File: config.mk
export PLATFORM = sky130hd
export DESIGN_NAME = board_io_top
export DESIGN_NICKNAME = d
export VERILOG_FILES = /design/src/verilog/board_io_pkg.sv /design/src/verilog/input_debouncer.sv /design/src/verilog/io_register_file.sv /design/src/verilog/hex_display_driver.sv /design/src/verilog/board_io_top.sv
export SDC_FILE = /design/constraint.sdc
export NUM_CORES = 1
export LEC_CHECK = 0
export ABC_AREA = 1
export BUFFER_PORTS_ARGS = -buffer_cell sky130_fd_sc_hd__buf_2
export CAP_MARGIN = 5
export CORE_MARGIN = 3
export CORE_UTILIZATION = 45
export DETAILED_ROUTE_END_ITERATION = 8
export PLACE_DENSITY = 0.68
export SETUP_SLACK_MARGIN = 0.3
export SYNTH_ARGS = -nofsm -noshare
export SYNTH_HDL_FRONTEND = slang
export SYNTH_SLANG_ARGS = --single-unit
File: constraint.sdc
create_clock -name clk -period 1.8 [get_ports clk]
set_input_delay 0.54 -clock clk [delete_from_list [all_inputs] [get_ports clk]]
set_output_delay 0.54 -clock clk [all_outputs]
set_load 0.1 [all_outputs]
File: src/verilog/board_io_pkg.sv
`default_nettype none

package board_io_pkg;

    // pins on the board itself
    localparam int n_board_switches = 10;
    localparam int n_board_keys     = 2;

    // widths as seen by the processor side
    localparam int n_switches   = 16;
    localparam int n_buttons    = 8;
    localparam int n_red_leds   = 10;
    localparam int n_green_leds = 8;

    // seven-segment display
    localparam int n_hex_digits    = 6;
    localparam int hex_digit_width = 4;
    localparam int hex_word_width  = n_hex_digits * hex_digit_width;
    // segment pattern plus decimal point
    localparam int hex_port_width  = 8;

    // bus geometry, byte addressed, word registers
    localparam int bus_addr_width  = 8;
    localparam int bus_data_width  = 32;
    localparam int reg_index_lsb   = 2;
    localparam int reg_index_width = 3;

    // register word indexes
    localparam logic [reg_index_width-1:0] reg_switches   = 3'd0;
    localparam logic [reg_index_width-1:0] reg_buttons    = 3'd1;
    localparam logic [reg_index_width-1:0] reg_red_leds   = 3'd2;
    localparam logic [reg_index_width-1:0] reg_green_leds = 3'd3;
    localparam logic [reg_index_width-1:0] reg_hex        = 3'd4;

    // switches and buttons are debounced as one word
    localparam int n_db_inputs          = n_switches + n_buttons;
    // stable cycles needed after the synchronizer
    localparam int debounce_cycles      = 8;
    localparam int debounce_count_width = $clog2(debounce_cycles + 1);

    // active-low segments, segment a in bit 0, g in bit 6
    typedef logic [6:0] seg_t;

    // pattern for "0", everything lit except g
    localparam seg_t seg_zero = 7'b100_0000;

    // decimal point is active low too, so 1 keeps it dark
    localparam logic dp_off = 1'b1;

    // hex register: the bus writes it as one raw value,
    // the display reads it back nibble by nibble
    typedef union packed {
        logic [hex_word_width-1:0]                    raw;
        logic [n_hex_digits-1:0][hex_digit_width-1:0] digit;
    } hex_word_t;

    // reset contents of the writable registers
    localparam logic [n_red_leds-1:0]   red_leds_reset   = '0;
    localparam logic [n_green_leds-1:0] green_leds_reset = '0;
    localparam hex_word_t               hex_reset        = '0;

    // bus_rdata before the first read
    localparam logic [bus_data_width-1:0] rdata_reset = '0;

endpackage

`default_nettype wire

File: src/verilog/input_debouncer.sv
`default_nettype none

module input_debouncer (
    input  logic                                 clk,
    input  logic                                 reset,
    input  logic [board_io_pkg::n_switches-1:0]  switches_raw,
    input  logic [board_io_pkg::n_buttons-1:0]   buttons_raw,
    output logic [board_io_pkg::n_switches-1:0]  switches_db,
    output logic [board_io_pkg::n_buttons-1:0]   buttons_db
);

    import board_io_pkg::*;

    // buttons in the upper part, switches in the lower part
    logic [n_db_inputs-1:0]          raw_word;
    logic [n_db_inputs-1:0]          sync_q1;
    logic [n_db_inputs-1:0]          sync_q2;
    logic [n_db_inputs-1:0]          candidate;
    logic [n_db_inputs-1:0]          stable_word;
    logic [debounce_count_width-1:0] stable_count;
    logic                            candidate_match;
    logic                            count_full;
    logic                            accept;

    assign raw_word = {buttons_raw, switches_raw};

    // two-flop synchronizer, every bit on its own
    always_ff @(posedge clk) begin
        if (reset) begin
            sync_q1 <= '0;
            sync_q2 <= '0;
        end else begin
            sync_q1 <= raw_word;
            sync_q2 <= sync_q1;
        end
    end

    // any bit moving restarts the whole word
    assign candidate_match = (sync_q2 == candidate);
    assign count_full      = (stable_count == debounce_count_width'(debounce_cycles));

    // counter reaches debounce_cycles on this edge
    assign accept = candidate_match
                 && (stable_count == debounce_count_width'(debounce_cycles - 1));

    always_ff @(posedge clk) begin
        if (reset) begin
            candidate    <= '0;
            stable_count <= '0;
        end else if (!candidate_match) begin
            candidate    <= sync_q2;
            stable_count <= '0;
        end else if (!count_full) begin
            // saturates once the word is accepted
            stable_count <= stable_count + 1'b1;
        end
    end

    // outputs only follow a candidate that held long enough
    always_ff @(posedge clk) begin
        if (reset) begin
            stable_word <= '0;
        end else if (accept) begin
            stable_word <= candidate;
        end
    end

    assign {buttons_db, switches_db} = stable_word;

endmodule

`default_nettype wire

File: src/verilog/io_register_file.sv
`default_nettype none

module io_register_file (
    input  logic                                     clk,
    input  logic                                     reset,

    // processor side, plain strobes
    input  logic                                     bus_sel,
    input  logic                                     bus_write,
    input  logic [board_io_pkg::bus_addr_width-1:0]  bus_addr,
    input  logic [board_io_pkg::bus_data_width-1:0]  bus_wdata,
    output logic [board_io_pkg::bus_data_width-1:0]  bus_rdata,

    // debounced board inputs
    input  logic [board_io_pkg::n_switches-1:0]      switches_db,
    input  logic [board_io_pkg::n_buttons-1:0]       buttons_db,

    // board outputs
    output logic [board_io_pkg::n_red_leds-1:0]      red_leds,
    output logic [board_io_pkg::n_green_leds-1:0]    green_leds,
    output board_io_pkg::hex_word_t                  hex_value
);

    import board_io_pkg::*;

    logic [reg_index_width-1:0] reg_index;
    logic                       write_strobe;
    logic                       read_strobe;
    logic [bus_data_width-1:0]  read_word;

    // word index from byte address bits 4..2
    // low byte-lane bits and upper bits are ignored
    assign reg_index = bus_addr[reg_index_lsb +: reg_index_width];

    assign write_strobe = bus_sel &&  bus_write;
    assign read_strobe  = bus_sel && !bus_write;

    // writable registers
    // write lands on the same edge as the strobe
    always_ff @(posedge clk) begin
        if (reset) begin
            red_leds   <= red_leds_reset;
            green_leds <= green_leds_reset;
            hex_value  <= hex_reset;
        end else if (write_strobe) begin
            case (reg_index)
                reg_red_leds: begin
                    red_leds <= bus_wdata[n_red_leds-1:0];
                end
                reg_green_leds: begin
                    green_leds <= bus_wdata[n_green_leds-1:0];
                end
                reg_hex: begin
                    hex_value.raw <= bus_wdata[hex_word_width-1:0];
                end
                // switch and button words are read-only,
                // unmapped indexes drop the write
                default: begin
                end
            endcase
        end
    end

    // read mux, narrow registers zero-extended
    always_comb begin
        read_word = '0;
        case (reg_index)
            reg_switches: begin
                read_word[n_switches-1:0] = switches_db;
            end
            reg_buttons: begin
                read_word[n_buttons-1:0] = buttons_db;
            end
            reg_red_leds: begin
                read_word[n_red_leds-1:0] = red_leds;
            end
            reg_green_leds: begin
                read_word[n_green_leds-1:0] = green_leds;
            end
            reg_hex: begin
                read_word[hex_word_width-1:0] = hex_value.raw;
            end
            // indexes 5..7 read zero
            default: begin
                read_word = '0;
            end
        endcase
    end

    // one-cycle read latency
    // data holds until the next selected read,
    // so back-to-back reads each get their own word
    always_ff @(posedge clk) begin
        if (reset) begin
            bus_rdata <= rdata_reset;
        end else if (read_strobe) begin
            bus_rdata <= read_word;
        end
    end

endmodule

`default_nettype wire

File: src/verilog/hex_display_driver.sv
`default_nettype none

module hex_display_driver (
    input  logic                                    clk,
    input  logic                                    reset,
    input  board_io_pkg::hex_word_t                 hex_value,
    output logic [board_io_pkg::hex_port_width-1:0] hex0,
    output logic [board_io_pkg::hex_port_width-1:0] hex1,
    output logic [board_io_pkg::hex_port_width-1:0] hex2,
    output logic [board_io_pkg::hex_port_width-1:0] hex3,
    output logic [board_io_pkg::hex_port_width-1:0] hex4,
    output logic [board_io_pkg::hex_port_width-1:0] hex5
);

    import board_io_pkg::*;

    // one registered pattern per digit
    seg_t [n_hex_digits-1:0] seg_q;

    // nibble to active-low pattern, gfedcba order
    function automatic seg_t hex_to_seg(input logic [hex_digit_width-1:0] nibble);
        case (nibble)
            4'h0: hex_to_seg = seg_zero;
            4'h1: hex_to_seg = 7'b111_1001;
            4'h2: hex_to_seg = 7'b010_0100;
            4'h3: hex_to_seg = 7'b011_0000;
            4'h4: hex_to_seg = 7'b001_1001;
            4'h5: hex_to_seg = 7'b001_0010;
            4'h6: hex_to_seg = 7'b000_0010;
            4'h7: hex_to_seg = 7'b111_1000;
            4'h8: hex_to_seg = 7'b000_0000;
            4'h9: hex_to_seg = 7'b001_0000;
            // lower-case b and d so they differ from 8 and 0
            4'ha: hex_to_seg = 7'b000_1000;
            4'hb: hex_to_seg = 7'b000_0011;
            4'hc: hex_to_seg = 7'b100_0110;
            4'hd: hex_to_seg = 7'b010_0001;
            4'he: hex_to_seg = 7'b000_0110;
            default: hex_to_seg = 7'b000_1110;
        endcase
    endfunction

    // digit view of the union, digit 0 in the low nibble
    always_ff @(posedge clk) begin
        for (int i = 0; i < n_hex_digits; i++) begin
            if (reset) begin
                seg_q[i] <= seg_zero;
            end else begin
                seg_q[i] <= hex_to_seg(hex_value.digit[i]);
            end
        end
    end

    // decimal points stay dark
    assign hex0 = {dp_off, seg_q[0]};
    assign hex1 = {dp_off, seg_q[1]};
    assign hex2 = {dp_off, seg_q[2]};
    assign hex3 = {dp_off, seg_q[3]};
    assign hex4 = {dp_off, seg_q[4]};
    assign hex5 = {dp_off, seg_q[5]};

endmodule

`default_nettype wire

File: src/verilog/board_io_top.sv
`default_nettype none

module board_io_top (
    input  logic                                       clk,
    input  logic                                       reset,

    // board pins
    input  logic [board_io_pkg::n_board_switches-1:0]  sw,
    input  logic [board_io_pkg::n_board_keys-1:0]      key_n,
    output logic [board_io_pkg::n_red_leds-1:0]        ledr,
    output logic [board_io_pkg::n_green_leds-1:0]      ledg,
    output logic [board_io_pkg::hex_port_width-1:0]    hex0,
    output logic [board_io_pkg::hex_port_width-1:0]    hex1,
    output logic [board_io_pkg::hex_port_width-1:0]    hex2,
    output logic [board_io_pkg::hex_port_width-1:0]    hex3,
    output logic [board_io_pkg::hex_port_width-1:0]    hex4,
    output logic [board_io_pkg::hex_port_width-1:0]    hex5,

    // processor bus
    input  logic                                       bus_sel,
    input  logic                                       bus_write,
    input  logic [board_io_pkg::bus_addr_width-1:0]    bus_addr,
    input  logic [board_io_pkg::bus_data_width-1:0]    bus_wdata,
    output logic [board_io_pkg::bus_data_width-1:0]    bus_rdata
);

    import board_io_pkg::*;

    logic [n_switches-1:0] switches_raw;
    logic [n_buttons-1:0]  buttons_raw;
    logic [n_switches-1:0] switches_db;
    logic [n_buttons-1:0]  buttons_db;
    hex_word_t             hex_value;

    // keys are active low on the board, pressed reads as 1
    // unused upper bits padded with zero
    assign switches_raw = {{(n_switches - n_board_switches){1'b0}}, sw};
    assign buttons_raw  = {{(n_buttons - n_board_keys){1'b0}}, ~key_n};

    input_debouncer debouncer (
        .clk          ( clk          ),
        .reset        ( reset        ),
        .switches_raw ( switches_raw ),
        .buttons_raw  ( buttons_raw  ),
        .switches_db  ( switches_db  ),
        .buttons_db   ( buttons_db   )
    );

    // LEDs leave straight from the register file
    io_register_file registers (
        .clk          ( clk          ),
        .reset        ( reset        ),
        .bus_sel      ( bus_sel      ),
        .bus_write    ( bus_write    ),
        .bus_addr     ( bus_addr     ),
        .bus_wdata    ( bus_wdata    ),
        .bus_rdata    ( bus_rdata    ),
        .switches_db  ( switches_db  ),
        .buttons_db   ( buttons_db   ),
        .red_leds     ( ledr         ),
        .green_leds   ( ledg         ),
        .hex_value    ( hex_value    )
    );

    hex_display_driver display (
        .clk          ( clk          ),
        .reset        ( reset        ),
        .hex_value    ( hex_value    ),
        .hex0         ( hex0         ),
        .hex1         ( hex1         ),
        .hex2         ( hex2         ),
        .hex3         ( hex3         ),
        .hex4         ( hex4         ),
        .hex5         ( hex5         )
    );

endmodule

`default_nettype wire

======== After elaboration in Yosys (flattened, before gate mapping) ========
Memory sizes are Yosys's and may differ from the RTL's. A register that Yosys moved wholly into a read port is not among the register bits.
Cells that the tools add are included.
word-level totals
  bits in registers ....................... 166
  memory bits (read-only) ................. 672
  output and inout port bits .............. 98
  memories kept ........................... 6
cells by class
  add/sub/neg operators ................... 1
  eq/ne operators ......................... 7
  muxes and demuxes ....................... 4
  bitwise operators ....................... 2
  reduce and logical (&&, ||, !) cells .... 9
memory list
  name             words  width  read ports  clocked after Yosys merged registers in  wr ports  line                      RTL
  (no name shown)  16     7      1           1                                        0         hex_display_driver.sv:22  case (nibble)
  (no name shown)  16     7      1           1                                        0         hex_display_driver.sv:22
  (no name shown)  16     7      1           1                                        0         hex_display_driver.sv:22
  (no name shown)  16     7      1           1                                        0         hex_display_driver.sv:22
  (no name shown)  16     7      1           1                                        0         hex_display_driver.sv:22
  (no name shown)  16     7      1           1                                        0         hex_display_driver.sv:22
operators by type and width
  cell                                                             count
  8-bit case mux with 5 select lines                               1
  24-bit == test                                                   1
  6-bit case mux with 2 select lines                               1
  8-bit 2-to-1 mux                                                 1
  3-bit by 2-bit == test with 1-bit output, second input constant  2
  2-bit case mux with 3 select lines                               1
  2-bit AND reduction                                              3
  4-bit by 1-bit adder with 4-bit output, second input constant    1
  4-bit by 3-bit == test with 1-bit output, second input constant  1
  4-bit == test, second input constant                             1
  3-bit by 1-bit == test with 1-bit output, second input constant  1
  3-bit == test, second input constant                             1
  1-bit logical AND                                                3
  3-bit logical NOT                                                1
  2-bit NOT                                                        1
  2-bit OR reduction                                               1
  1-bit logical NOT                                                1
  1-bit NOT                                                        1

======== Longest topological paths before layout ========
  word-level depth ........................ 3
  depth in mapped cells ................... 11
  mapped depth without buffers ............ 10

======== Modules after synthesis ========
From an unflattened synthesis, not the netlist that was laid out.
second synthesis, totals
  cells, all modules ...................... 1,286
  area total of the unflattened synthesis .. 9,482.8 um^2
modules (own cells, without submodules)
  module              times used  cells an instance  area an instance (um^2)  sequential area each (um^2)
  input_debouncer     1           528                3,798.6                  2,001.9
  io_register_file    1           396                2,902.8                  1,321.3
  hex_display_driver  1           359                2,770.2                  840.8
  board_io_top        1           3                  11.3                     0.0

======== Least setup slack after synthesis ========
OpenSTA, ideal clock, no wires.
  path kind ............................... register -> output
  start ................................... register registers.green_leds[0] in the netlist's numbering
  end ..................................... output port ledg[0] in the netlist's numbering
  data arrival time ....................... 0.936 ns
  required time ........................... 1.260 ns
  setup slack ............................. 0.324 ns
  cell stages (with the launch flop) ...... 1
  buffers on the path ..................... 0
  cell sequence ........................... dfxtp_1
RTL lines
  item                      line                    RTL
  start: declaration        io_register_file.sv:20  output logic [board_io_pkg::n_green_leds-1:0] green_leds,
  start signal: assignment  io_register_file.sv:43  green_leds <= green_leds_reset;
  start signal: assignment  io_register_file.sv:51  green_leds <= bus_wdata[n_green_leds-1:0];
  end: declaration          board_io_top.sv:11      output logic [board_io_pkg::n_green_leds-1:0] ledg,
No word-level cell between the ends.

======== Worst setup path in the final report ========
  start ................................... register registers.green_leds[0] in the netlist's numbering
  end ..................................... output port ledg[0] in the netlist's numbering
No word-level cell between the ends.

==> qor.txt <==
post-DP HPWL - 11770 um
Synth top area share - 0.4615
CTS tree - built
die footprint - 0.01695 mm2
slowest cell delay on critical path - 0.38 ns
post-route ant nets - 0
slowest CP cell - dfxtp_4
Post-synth EDFFs - 0
Syn Inst Count - 916
wire length of the first global-routing pass - 29600 um
Critical Path RT - 1.26 ns
Leakage - 4.203 nW
Post-CTS Hold Buffers - 0
Yosys warning count - 0
H-Tree Depth - 4
maximum vdd drop - 0.8193 mV
crit path DAT - 0.98 ns
Setup Total Neg Slack - 0 ns
via/cell ratio - 5.100
Die Width - 130.2 um
minimum clock period - 1.525 ns
Post-Syn Area - 0.006940 mm2
grt total ovfl - 0
clock-pin slew on the worst setup and hold paths - 0.07 ns
final setup fails - 0
Final Hold Fails - 0
Pwr Density - 851.5 mW/mm2
Sinks on Clock Net - 160
Root Buffer Master - clkbuf_16
initial cell density of the core - 0.4687
syn avg cell area - 7.577 um2
cell taking the most area after synthesis - dfxtp_1
final WL - 18840 um
critical path endpoint category - output pin
class of the most critical setup path - flop to output pin
layout cells sized above 1 - 0.3037
DR vias - 6390
Netlist cell types - 34
Startpoint Class - flop
CP top delay family - flip-flops
Final Cycle Share - 0.8472
Total Power - 8.483 mW
nets@finish - 1148
Max-Cap Viols - 0
top post-synthesis cells by area - dfxtp_1, nand2_1, o21ai_0
Reg2Reg Setup Slack - 0.36 ns
largest net degree at the start of global routing - 83
Synth async-reset ratio - 0
initial antenna violation count - 2
area delta synth->final - 43.54%
clk_lat worst skew - 0.43 ns
RSZ-0062 raised after global routing - yes
Max Freq - 655.8 MHz
overall routing resource usage - 0.2203
routability cong. - 0.8759
CTS max path bufs - 2
sequential share of the synthesized area - 0.4615
Synth Register Bits - 160
Detailed Route Iter0 Violations - 390
Synth top cells by count - dfxtp_1, nand2_1, inv_1, o21ai_0, nor2_1
worst path bufs/invs - 1
io pins - 154
Die Y-Extent - 130.2 um
CTS Buf Count - 17
DRC viols - 0
run status - finished, final reports clean
router iterations before antenna repair - 5
crit path cell chain - buf_12
FP Rows - 44
max-slew violation count - 0
top-count cell post-synth - dfxtp_1
Worst Skew - 0.006646 ns
Port-buffer cells - 126
Tightest Hold Check Type - input port to flop
ys flop type - dfxtp_1
number of global-route vias before repair - 5996
number of fill cells - 1124
core box area - 0.01481 mm2
WL per Instance - 15.04 um
crit-path max FO - 3
-- cells in the final DEF, fill, tap and decap left out, types with 3 or more instances in the layout --
cell,count
buf_2,42
clkbuf_16,17
dfxtp_1,63
o22ai_1,4
inv_2,12
a21oi_1,95
clkinvlp_4,4
buf_12,89
nand3_1,16
clkinv_4,4
dfxtp_2,80
nor3_1,5
nor2_1,96
conb_1,14
inv_6,4
ha_1,37
dfxtp_4,17
o21ai_0,112
inv_8,3
inv_1,113
nor2_4,3
a211oi_1,5
nand2_1,148
a31oi_1,4
nor2_2,4
nand4_1,15
o211ai_1,6
buf_4,31
-- layer usage --
layer,global-route usage,part of all wire,vias up
met4,0.06968,0.015,0
met1,0.2717,0.40,2968
met3,0.04994,0.068,19
met2,0.3820,0.51,219
li1,-,-,3184
met5,0,0,-
-- flip-flops by register name (all words and copies together) (netlist names) --
| register | flops |
|---|---|
| display.hex0 | 7 |
| registers.bus_rdata | 24 |
| display.hex2 | 7 |
| debouncer.stable_word | 12 |
| debouncer.sync_q2 | 12 |
| debouncer.sync_q1 | 12 |
| display.hex3 | 7 |
| display.hex5 | 7 |
| registers.hex_value | 24 |
| debouncer.stable_count | 4 |
| debouncer.candidate | 12 |
| display.hex4 | 7 |
| registers.green_leds | 8 |
| registers.red_leds | 10 |
| display.hex1 | 7 |
-- where the power goes --
group	leakage [nW]	internal [mW]	total [mW]	switching (mW)
combinational	2.58	0.394	1.25	0.860
clock	0.277	1.89	3.51	1.61
sequential	1.35	3.63	3.72	0.0925
total	4.20	5.92	8.48	2.56
-- repair_timing --
| action | in CTS | in global routing |
|---|---|---|
| gates cloned | 0 | 2 |
| endpoints found under the setup margin | 84 | 95 |
| pin swaps | 0 | 8 |
| buffers inserted | 12 | 6 |
| resized for setup | 432 | 39 |
-- cell families (layout without fill, tap and decap cells) --
kind of cell | count (synthesis) | in the layout | share of synthesized area
buffers and inverters | 185 | 323 | 0.1114
DFF | 160 | 160 | 0.4615
other | 2 | 16 | 0.001082
and+or+nand+nor | 297 | 298 | 0.1797
xor gates and xnor gates | 3 | 3 | 0.003787
adders and majority gates | 38 | 38 | 0.06851
AOI/OAI and AO/OA | 231 | 231 | 0.1740
-- per-stage QoR --
step | utilization | cell area, um2 | worst slack (ns) | hold slack, ns | cells
floorplan | - | 6985 | 0.3237 | 0.3883 | 928
global placement | 0.5227 | 7741 | 0.1584 | 0.3888 | 1199
detailed placement | 0.5227 | 7741 | 0.1329 | 0.3921 | 1199
CTS | 0.6617 | 9799 | 0.2710 | 0.2421 | 1243
global route | 0.6727 | 9962 | 0.2303 | 0.2514 | 1253
finish | 0.6727 | 9962 | 0.2750 | 0.2565 | 1253
-- path summary, 6_finish.rpt --
| path | end | cells past startpoint | startpoint |
|---|---|---|---|
| worst max-delay path | ledg[0] | 1 | registers.green_leds[0] |
| worst min-delay path | debouncer.sync_q1[17] | 2 | key_n[1] |
| worst max register to register | debouncer.stable_count[0] | 7 | debouncer.sync_q2[7] |
| worst min register to register | debouncer.sync_q2[4] | 2 | debouncer.sync_q1[4] |
-- worst reg2reg max path: stages, from the launching register on --
cell     delay, ns
dfxtp_1       0.34
inv_1         0.07
nand2_1       0.06
nand4_1       0.12
nor2_4        0.21
buf_4         0.22
nand3_1       0.17
a21oi_1       0.17
-- area by class of cell --
cell class / instances / area [um2] / area share
Tap cell: 184 / 230.2 / 0.02311
Multi-Input combinational cell: 584 / 3064 / 0.3076
Inverter: 128 / 488.0 / 0.04898
Sequential cell: 160 / 3367 / 0.3380
Antenna cell: 2 / 5.005 / 0.0005024
Clock inverter: 13 / 118.9 / 0.01193
Timing Repair Buffer: 163 / 2236 / 0.2244
Clock buffer: 19 / 452.9 / 0.04547
Power figures use the tool's default switching activity.
